<file path="config.mk">
export PLATFORM = sky130hd
export DESIGN_NAME = plic_top
export DESIGN_NICKNAME = d
export VERILOG_FILES = /design/src/plic_pkg.sv /design/src/plic_gateway.sv /design/src/plic_pending_arbiter.sv /design/src/plic_axil_slave.sv /design/src/plic_top.sv
export VERILOG_INCLUDE_DIRS = /design/src /design/src/include
export SDC_FILE = /design/constraint.sdc
export NUM_CORES = 1
export LEC_CHECK = 0
export ABC_AREA = 1
export BUFFER_PORTS_ARGS = -buffer_cell sky130_fd_sc_hd__buf_2
export CAP_MARGIN = 20
export CORE_MARGIN = 5
export CORE_UTILIZATION = 35
export CTS_CLUSTER_DIAMETER = 50
export CTS_CLUSTER_SIZE = 10
export DETAILED_ROUTE_END_ITERATION = 8
export PLACE_DENSITY_LB_ADDON = 0.12
export SLEW_MARGIN = 20
export SYNTH_ARGS = -nofsm -noshare
export SYNTH_HDL_FRONTEND = slang
export SYNTH_SLANG_ARGS = --single-unit
</file>
<file path="constraint.sdc">
create_clock -name i_clock -period 1.7 [get_ports i_clock]
set_input_delay 0.17 -clock i_clock [delete_from_list [all_inputs] [get_ports i_clock]]
set_output_delay 0.17 -clock i_clock [all_outputs]
set_load 0.02 [all_outputs]
</file>
<file path="src/include/plic_macros.svh">
// Interrupt controller sizes and register offsets, included by every RTL file that needs them
`ifndef PLIC_MACROS_SVH
`define PLIC_MACROS_SVH

// Number of level-triggered sources, ids 1..N
`define PLIC_NUM_SOURCES 4

// AXI4-Lite address width
`define PLIC_ADDR_WIDTH 24

// ~~~~~~~~~~~~~~~~~~~~~~~~~~~~~~~~~~~~~~~~
// Register map, single hart context
// ~~~~~~~~~~~~~~~~~~~~~~~~~~~~~~~~~~~~~~~~
`define PLIC_ADDR_PENDING 24'h001000 // Read only, bit 0 always zero
`define PLIC_ADDR_ENABLE  24'h002000 // Bit 0 ignored
`define PLIC_ADDR_CLAIM   24'h200004 // Read claims, write completes

`endif

</file>
<file path="src/plic_pkg.sv">
// Shared enum types for the interrupt controller, imported by the slave, arbiter and top level
`default_nettype none

package plic_pkg;

	// ~~~~~~~~~~~~~~~~~~~~~~~~~~~~~~~~~~~~~~~~
	// AXI4-Lite slave FSM
	// ~~~~~~~~~~~~~~~~~~~~~~~~~~~~~~~~~~~~~~~~
	typedef enum logic [1:0] {
		axil_idle       = 2'd0, // Ready for a new address
		axil_write_resp = 2'd1, // Holding bvalid
		axil_read_wait  = 2'd2, // Claim result not back yet
		axil_read_resp  = 2'd3  // Holding rvalid
	} axil_state_t;

	// ~~~~~~~~~~~~~~~~~~~~~~~~~~~~~~~~~~~~~~~~
	// Operation from slave to arbiter
	// ~~~~~~~~~~~~~~~~~~~~~~~~~~~~~~~~~~~~~~~~
	typedef enum logic [1:0] {
		op_none     = 2'd0,
		op_claim    = 2'd1, // Read of the claim word
		op_complete = 2'd2  // Write of the claim word
	} reg_op_t;

endpackage

`default_nettype wire

</file>
<file path="src/plic_gateway.sv">
// First stage: synchronizes the raw interrupt lines and masks them into request bits
`timescale 1ns/1ns
`default_nettype none

`include "plic_macros.svh"

module plic_gateway (
	input  logic                         i_clock,
	input  logic                         i_reset,
	input  logic [`PLIC_NUM_SOURCES-1:0] i_sources,
	input  logic [`PLIC_NUM_SOURCES-1:0] i_enable,
	input  logic                         i_interrupt_enable,
	output logic [`PLIC_NUM_SOURCES-1:0] o_request
);

	localparam int num_src = `PLIC_NUM_SOURCES;

	logic [num_src-1:0] sync_meta; // First flop, may go metastable
	logic [num_src-1:0] sync_level; // Second flop, safe to use

	// ~~~~~~~~~~~~~~~~~~~~~~~~~~~~~~~~~~~~~~~~
	// Two-flop synchronizer
	// ~~~~~~~~~~~~~~~~~~~~~~~~~~~~~~~~~~~~~~~~
	always_ff @(posedge i_clock) begin
		if (i_reset) begin
			sync_meta <= '0;
			sync_level <= '0;
		end
		else begin
			sync_meta <= i_sources;
			sync_level <= sync_meta;
		end
	end

	// ~~~~~~~~~~~~~~~~~~~~~~~~~~~~~~~~~~~~~~~~
	// Masked request
	// ~~~~~~~~~~~~~~~~~~~~~~~~~~~~~~~~~~~~~~~~

	// A level source keeps requesting for as long as it is high
	// and the pending bit downstream holds it until a claim
	always_ff @(posedge i_clock) begin
		if (i_reset) begin
			o_request <= '0;
		end
		else if (i_interrupt_enable) begin
			o_request <= sync_level & i_enable;
		end
		else begin
			o_request <= '0; // Hart has interrupts off
		end
	end

endmodule

`default_nettype wire

</file>
<file path="src/plic_pending_arbiter.sv">
// Second stage: keeps the pending bits, answers claims by lowest id and drives the interrupt pulse
`timescale 1ns/1ns
`default_nettype none

`include "plic_macros.svh"

module plic_pending_arbiter (
	input  logic                         i_clock,
	input  logic                         i_reset,
	input  logic [`PLIC_NUM_SOURCES-1:0] i_request,
	input  logic                         i_interrupt_enable,
	input  plic_pkg::reg_op_t            i_op,
	output logic [`PLIC_NUM_SOURCES-1:0] o_pending,
	output logic [31:0]                  o_claim_id,
	output logic                         o_claim_valid,
	output logic                         o_interrupt
);

	import plic_pkg::*;

	localparam int num_src = `PLIC_NUM_SOURCES;

	logic [num_src-1:0] pending;
	logic [num_src-1:0] claim_mask; // Lowest set pending bit only
	logic [31:0]        lowest_id;  // 0 when nothing pending
	logic               issued;     // Notification out, waiting for complete
	logic               fire;

	assign o_pending = pending;

	// ~~~~~~~~~~~~~~~~~~~~~~~~~~~~~~~~~~~~~~~~
	// Fixed priority by index
	// ~~~~~~~~~~~~~~~~~~~~~~~~~~~~~~~~~~~~~~~~

	// Two's complement trick isolates the lowest set bit
	assign claim_mask = pending & (~pending + 1'b1);

	always_comb begin
		lowest_id = '0;
		// Walk down so the lowest index wins
		for (int i = num_src - 1; i >= 0; i--) begin
			if (pending[i]) begin
				lowest_id = 32'(i + 1); // Id n is input bit n-1
			end
		end
	end

	assign fire = i_interrupt_enable && (|pending) && !issued;

	// ~~~~~~~~~~~~~~~~~~~~~~~~~~~~~~~~~~~~~~~~
	// Pending, issued and pulse
	// ~~~~~~~~~~~~~~~~~~~~~~~~~~~~~~~~~~~~~~~~
	always_ff @(posedge i_clock) begin
		if (i_reset) begin
			pending <= '0;
			issued <= 1'b0;
			o_interrupt <= 1'b0;
			o_claim_valid <= 1'b0;
		end
		else begin
			// Requests from other sources still land during a claim
			if (i_op == op_claim) begin
				pending <= (pending | i_request) & ~claim_mask;
			end
			else begin
				pending <= pending | i_request;
			end

			o_claim_valid <= (i_op == op_claim); // Answer on the next cycle

			if (fire) begin
				o_interrupt <= 1'b1;
				issued <= 1'b1;
			end
			else begin
				o_interrupt <= 1'b0; // Pulse is one cycle only
				if (i_op == op_complete) begin
					issued <= 1'b0; // Rearm
				end
			end
		end
	end

	// Claim result, qualified by o_claim_valid
	always_ff @(posedge i_clock) begin
		if (i_op == op_claim) begin
			o_claim_id <= lowest_id;
		end
	end

endmodule

`default_nettype wire

</file>
<file path="src/plic_axil_slave.sv">
// Third stage: AXI4-Lite register port, holds the enable word and turns claim accesses into ops
`timescale 1ns/1ns
`default_nettype none

`include "plic_macros.svh"

module plic_axil_slave (
	input  logic                         i_clock,
	input  logic                         i_reset,

	// Write address and data
	input  logic                         i_awvalid,
	output logic                         o_awready,
	input  logic [`PLIC_ADDR_WIDTH-1:0]  i_awaddr,
	input  logic                         i_wvalid,
	output logic                         o_wready,
	input  logic [31:0]                  i_wdata,

	// Write response
	output logic                         o_bvalid,
	input  logic                         i_bready,
	output logic [1:0]                   o_bresp,

	// Read address and data
	input  logic                         i_arvalid,
	output logic                         o_arready,
	input  logic [`PLIC_ADDR_WIDTH-1:0]  i_araddr,
	output logic                         o_rvalid,
	input  logic                         i_rready,
	output logic [31:0]                  o_rdata,
	output logic [1:0]                   o_rresp,

	// Arbiter side
	input  logic [`PLIC_NUM_SOURCES-1:0] i_pending,
	input  logic [31:0]                  i_claim_id,
	input  logic                         i_claim_valid,
	output logic [`PLIC_NUM_SOURCES-1:0] o_enable,
	output plic_pkg::reg_op_t            o_op
);

	import plic_pkg::*;

	localparam int num_src = `PLIC_NUM_SOURCES;
	localparam logic [1:0] resp_okay = 2'b00;
	localparam logic [1:0] resp_slverr = 2'b10;

	axil_state_t state;
	logic        write_go;
	logic        read_go;

	// ~~~~~~~~~~~~~~~~~~~~~~~~~~~~~~~~~~~~~~~~
	// Handshakes and ops
	// ~~~~~~~~~~~~~~~~~~~~~~~~~~~~~~~~~~~~~~~~

	// Writes take precedence when both arrive together
	assign write_go = (state == axil_idle) && i_awvalid && i_wvalid;
	assign read_go = (state == axil_idle) && i_arvalid && !(i_awvalid && i_wvalid);

	assign o_awready = write_go;
	assign o_wready = write_go; // Address and data taken together
	assign o_arready = read_go;

	// One op per accepted claim access, in the acceptance cycle
	always_comb begin
		o_op = op_none;
		if (write_go && i_awaddr == `PLIC_ADDR_CLAIM) begin
			o_op = op_complete;
		end
		else if (read_go && i_araddr == `PLIC_ADDR_CLAIM) begin
			o_op = op_claim;
		end
	end

	// ~~~~~~~~~~~~~~~~~~~~~~~~~~~~~~~~~~~~~~~~
	// FSM and enable register
	// ~~~~~~~~~~~~~~~~~~~~~~~~~~~~~~~~~~~~~~~~
	always_ff @(posedge i_clock) begin
		if (i_reset) begin
			state <= axil_idle;
			o_bvalid <= 1'b0;
			o_rvalid <= 1'b0;
			o_enable <= '0;
		end
		else begin
			case (state)
				axil_idle: begin
					if (write_go) begin
						if (i_awaddr == `PLIC_ADDR_ENABLE) begin
							o_enable <= i_wdata[num_src:1]; // Bit 0 dropped
						end
						o_bvalid <= 1'b1;
						state <= axil_write_resp;
					end
					else if (read_go) begin
						if (i_araddr == `PLIC_ADDR_CLAIM) begin
							state <= axil_read_wait; // Arbiter answers next cycle
						end
						else begin
							o_rvalid <= 1'b1;
							state <= axil_read_resp;
						end
					end
				end
				axil_write_resp: begin
					if (i_bready) begin
						o_bvalid <= 1'b0;
						state <= axil_idle;
					end
				end
				axil_read_wait: begin
					if (i_claim_valid) begin
						o_rvalid <= 1'b1;
						state <= axil_read_resp;
					end
				end
				axil_read_resp: begin
					if (i_rready) begin
						o_rvalid <= 1'b0;
						state <= axil_idle;
					end
				end
				default: state <= axil_idle;
			endcase
		end
	end

	// Response payload, held while the valids wait for ready
	always_ff @(posedge i_clock) begin
		if (write_go) begin
			if (i_awaddr == `PLIC_ADDR_ENABLE || i_awaddr == `PLIC_ADDR_CLAIM) begin
				o_bresp <= resp_okay;
			end
			else begin
				o_bresp <= resp_slverr; // Pending word is read only
			end
		end

		if (read_go) begin
			case (i_araddr)
				`PLIC_ADDR_ENABLE: begin
					o_rdata <= 32'({o_enable, 1'b0});
					o_rresp <= resp_okay;
				end
				`PLIC_ADDR_PENDING: begin
					o_rdata <= 32'({i_pending, 1'b0});
					o_rresp <= resp_okay;
				end
				`PLIC_ADDR_CLAIM: begin
					o_rresp <= resp_okay; // Data comes from the arbiter
				end
				default: begin
					o_rdata <= '0;
					o_rresp <= resp_slverr;
				end
			endcase
		end
		else if (state == axil_read_wait && i_claim_valid) begin
			o_rdata <= i_claim_id;
		end
	end

endmodule

`default_nettype wire

</file>
<file path="src/plic_top.sv">
// Interrupt controller top level, instantiated by the SoC or the testbench as one block
`timescale 1ns/1ns
`default_nettype none

`include "plic_macros.svh"

module plic_top (
	input  logic                         i_clock,
	input  logic                         i_reset,
	input  logic [`PLIC_NUM_SOURCES-1:0] i_sources,
	input  logic                         i_interrupt_enable,

	// AXI4-Lite slave
	input  logic                         i_awvalid,
	output logic                         o_awready,
	input  logic [`PLIC_ADDR_WIDTH-1:0]  i_awaddr,
	input  logic                         i_wvalid,
	output logic                         o_wready,
	input  logic [31:0]                  i_wdata,
	output logic                         o_bvalid,
	input  logic                         i_bready,
	output logic [1:0]                   o_bresp,
	input  logic                         i_arvalid,
	output logic                         o_arready,
	input  logic [`PLIC_ADDR_WIDTH-1:0]  i_araddr,
	output logic                         o_rvalid,
	input  logic                         i_rready,
	output logic [31:0]                  o_rdata,
	output logic [1:0]                   o_rresp,

	output logic                         o_interrupt
);

	import plic_pkg::*;

	logic [`PLIC_NUM_SOURCES-1:0] request;
	logic [`PLIC_NUM_SOURCES-1:0] enable;
	logic [`PLIC_NUM_SOURCES-1:0] pending;
	logic [31:0]                  claim_id;
	logic                         claim_valid;
	reg_op_t                      op;

	// Synchronize and mask
	plic_gateway gateway_i (
		.i_clock            (i_clock),
		.i_reset            (i_reset),
		.i_sources          (i_sources),
		.i_enable           (enable),
		.i_interrupt_enable (i_interrupt_enable),
		.o_request          (request)
	);

	// Pending and arbitrate
	plic_pending_arbiter arbiter_i (
		.i_clock            (i_clock),
		.i_reset            (i_reset),
		.i_request          (request),
		.i_interrupt_enable (i_interrupt_enable),
		.i_op               (op),
		.o_pending          (pending),
		.o_claim_id         (claim_id),
		.o_claim_valid      (claim_valid),
		.o_interrupt        (o_interrupt)
	);

	// Bus
	plic_axil_slave slave_i (
		.i_clock       (i_clock),
		.i_reset       (i_reset),
		.i_awvalid     (i_awvalid),
		.o_awready     (o_awready),
		.i_awaddr      (i_awaddr),
		.i_wvalid      (i_wvalid),
		.o_wready      (o_wready),
		.i_wdata       (i_wdata),
		.o_bvalid      (o_bvalid),
		.i_bready      (i_bready),
		.o_bresp       (o_bresp),
		.i_arvalid     (i_arvalid),
		.o_arready     (o_arready),
		.i_araddr      (i_araddr),
		.o_rvalid      (o_rvalid),
		.i_rready      (i_rready),
		.o_rdata       (o_rdata),
		.o_rresp       (o_rresp),
		.i_pending     (pending),
		.i_claim_id    (claim_id),
		.i_claim_valid (claim_valid),
		.o_enable      (enable),
		.o_op          (op)
	);

endmodule

`default_nettype wire

</file>
==> run summary <==
The final setup violation count is 0, and the fraction of layout cells with a size suffix above 1 is 26.5%. The tools report the final worst slack as 0.0952 ns. For the final routed database, the setup TNS stands at 0 ns. The portion of total power attributed to the clock network was 26.5%; the sequential cell area was 842 um^2. Yosys mapped a number of flops with a built-in enable equal to 10.

The number of setup buffers added after CTS is 0, and the async set or reset register ratio after synthesis is 0%. Summing all placed instances gives a cell area of 2380 um^2. The total overflow left after global routing is 0.

CTS built an H-tree with a depth of 2. The upper clock frequency limit was 623 MHz; the critical path arrival was 1.43 ns. The instance count along the most critical hold path works out to 3. The sequential cell fraction of total power was 47.0%; the number of max-cap violations was 0. Across every metal layer, demand over resource in global routing totals 12.0%. The number of CTS-inserted buffers was 5.

The effective utilization at floorplan was 36.3%. In the final layout, the multi-input gates occupy 895 um^2. With fillers left out, the area of the finished cells amounts to 2470 um^2. The clock passes through at most 2 buffers.

Subtracting the final worst setup slack from the clock period gives 1.60 ns. The endpoint identified for the worst register-to-register timing path is slave_i.o_rdata[4]$_SDFFCE_PN0P_. The start point of the worst min-delay path is i_sources[2]. The number of antenna diodes in the final layout is 0. For the number of global-route vias before repair, the log shows 1707.

Dividing the detail-routed wire length by the instance count gives 9.98 um. The post-detailed-route via-to-cell ratio was 4.25. The layout has 601 filler cells. The synthesized area per cell works out to 7.24 um^2.

Setup repair after global routing left no endpoint under its margin. Counting every sink on the clock net gives 37. The full die area was 7390 um^2.

Ranked by instance count, the synthesized netlist is headed by 62 x sky130_fd_sc_hd__nor2_1, 41 x sky130_fd_sc_hd__nand2_1, 35 x sky130_fd_sc_hd__inv_1. In this run the horizontal extent of the chip is 86.0 um. The number of DRC violations after detailed-routing iteration 0 came out at 67.

At the end of routability-driven placement, the weighted congestion stood at 0.796. The tree is rooted in a sky130_fd_sc_hd__clkbuf_8. The internal portion of the total power is 1.47 mW.

STA classifies the critical path endpoint as an output pin. The most used standard cell by instance count after synthesis is sky130_fd_sc_hd__nor2_1. The pre-CTS setup slack is 0.253 ns, and the max-slew violation total from the final report is 0. Cell accounting for the most synthesized area: sky130_fd_sc_hd__dfxtp_1. The leakage power was 1.20 nW.

In this run the worst path has a maximum fanout of 11. The die boundary height was 86.0 um; the endpoint required time on the critical path was 1.53 ns. The run gives 1844 as the via count. In this run, distinct cell masters in the synthesized netlist total 31. After clock tree synthesis, the clock-pin slew on the worst setup and hold paths is 0.07 ns. For the worst flop-to-flop path, the logic depth is 5.

Synthesis-to-layout area growth: 22.1%. The count of buffers added on input and output ports is 76. The logs give 279 for the synthesized instance count and 41.6% for the register area share after synthesis. For hold timing, the worst endpoint is gateway_i.sync_meta[2]$_SDFF_PP0_.

The mapped netlist covers 2020 um^2. The start of the worst register-to-register path was slave_i.state[1]$_SDFFE_PP0P_. The later-pin clock latency in the skew report was 0.28 ns. For this run, the leading register cell type out of synthesis is sky130_fd_sc_hd__dfxtp_1. Yosys attributes the largest share of cell area to sky130_fd_sc_hd__dfxtp_1 27%, sky130_fd_sc_hd__edfxtp_1 15%, sky130_fd_sc_hd__nor2_1 12%, sky130_fd_sc_hd__buf_4 11%, sky130_fd_sc_hd__nand2_1 7.6%. The tools report the DRC violation count after routing as 0. In this run, synthesis produced a sequential element count of 37. The first global-routing pass estimated 7180 um of wire. Power spread over the standard cell area amounts to 881 nW/um^2.

The flow ran to the end, and the final reports show no timing, DRC or antenna violations. The area of the placeable core is 5570 um^2, and the total number of placement rows is 27. Pin count of the biggest net entering global routing: 14.

The tools report the number of hold buffers added after cts as 0. The number of warnings issued by yosys is 0. The worst setup path is launched from a flip-flop. The number of nets with antenna violations after detailed routing is 0, and the number of hold violations in the final report is 0. The post-DP HPWL was 3590 um; the proportion of total power due to net switching was 32.3%.

Summed over all nets, the switching power comes to 0.703 mW. Between clock sinks in the finished design, the worst skew comes to 0.0111 ns. Across all register-to-register paths, the minimum setup slack is 0.31 ns. The first-pass iteration count of the detailed router was 5; the share of the synthesized area in the top cell type was 26.7%. The type of the worst setup path was reg2out. VDD sags by at most 0.000530 V.

The share of the clock period used by the worst path was 94.4%; the number of nets in the finished design was 453. For the number of antenna violations at the first check in global routing, the log shows 0. Per report_power, the combinational group accounts for 26.5% of the total.

Worst hold path class: in2reg. The I/O pin count is 134. TritonCTS built the clock tree. The total wire length after detailed routing came out at 4330 um.
[how the worst max path moves through the flow]
stage | start | end | slack, ns | cells after the start
global placement | slave_i.state[0]$_SDFFE_PP0P_ | slave_i.o_rdata[0]$_SDFFCE_PP0P_ | 0.25 | 6
detailed placement | slave_i.state[0]$_SDFFE_PP0P_ | slave_i.o_rdata[0]$_SDFFCE_PP0P_ | 0.25 | 6
floorplan | slave_i.state[0]$_SDFFE_PP0P_ | slave_i.o_rdata[0]$_SDFFCE_PP0P_ | 0.17 | 5
global route | slave_i.state[1]$_SDFFE_PP0P_ | o_arready | 0.001 | 5
finish | slave_i.state[1]$_SDFFE_PP0P_ | o_arready | 0.1 | 5
CTS | slave_i.state[0]$_SDFFE_PP0P_ | o_arready | 0.04 | 5
[power by group through the flow]
stage                     combinational, mW  sequential, mW  clock (mW)
after floorplan                       0.412            1.07           0
after global placement                0.576            1.04           0
after detailed placement              0.578            1.04           0
after CTS                             0.579            1.02       0.597
after global routing                  0.655            1.03       0.643
final                                 0.576            1.02       0.576
[layout make-up]
class	instances	area share, %
Multi-Input combinational cell	199	36.3
Clock buffer	7	3.09
Tap cell	72	3.65
Inverter	37	5.73
Sequential cell	37	34.1
Clock inverter	1	0.203
Timing Repair Buffer	81	16.9
[per-stage QoR]
step                      std cells  power [mW]  hold slack, ns  util, %
after global placement          426        1.62           0.369     42.8
after CTS                       434        2.20          0.0807     44.2
after global routing            434        2.33          0.0826     44.3
final                           434        2.17          0.0888     44.3
after floorplan                 307        1.48           0.249        -
after detailed placement        426        1.62           0.377     42.8
[cells by family (layout without fill, tap and decap cells)]
family	count (synthesis)	count (layout)	share of synthesized area (%)
simple gates	146	146	32.4
flops	37	37	41.6
other cells	1	29	0.186
buf+inv	71	126	19.3
compound gates	24	24	6.44
[layout by cell type (no fill, tap or decap), types with 2 or more instances in the layout]
master                     instances
sky130_fd_sc_hd__a21oi_1          11
sky130_fd_sc_hd__a31oi_1           2
sky130_fd_sc_hd__buf_2            76
sky130_fd_sc_hd__buf_4             5
sky130_fd_sc_hd__clkbuf_1          2
sky130_fd_sc_hd__clkbuf_8          5
sky130_fd_sc_hd__conb_1           29
sky130_fd_sc_hd__dfxtp_1          26
sky130_fd_sc_hd__edfxtp_1         10
sky130_fd_sc_hd__inv_1            35
sky130_fd_sc_hd__nand2_1          41
sky130_fd_sc_hd__nand3_1          20
sky130_fd_sc_hd__nand4_1           7
sky130_fd_sc_hd__nor2_1           62
sky130_fd_sc_hd__nor3_1            6
sky130_fd_sc_hd__o21ai_0           8
[critical path, stage by stage, from the launching register on]
cell	delay [ns]
sky130_fd_sc_hd__dfxtp_1	0.36
sky130_fd_sc_hd__nor2_2	0.18
sky130_fd_sc_hd__nand3_1	0.08
sky130_fd_sc_hd__buf_4	0.18
sky130_fd_sc_hd__inv_1	0.14
sky130_fd_sc_hd__buf_2	0.19
[registers in the layout (all words and copies together) (netlist names), 2 cells and up]
register and flops:
slave_i.o_enable 4, gateway_i.sync_level 4, arbiter_i.o_pending 4, gateway_i.sync_meta 4, gateway_i.o_request 4, slave_i.state 2
arbiter_i.o_claim_id 3, slave_i.o_rdata 5
[per-layer routing]
layer  share of wire [%]  vias up  GRT usage (%)
met5                   0        -              0
met4                0.67        0           3.45
met3                  12        2           5.57
met2                  44       72           19.3
met1                  43      779           14.4
li1                    -      991              -
[timing repair]
item / 4_1_cts / 5_1_grt
endpoints found under the setup margin: 0 / 1
endpoints found under the hold margin: 0 / 0
gates resized for setup: 0 / 1
Note: power is estimated with default switching activity, not from simulation.
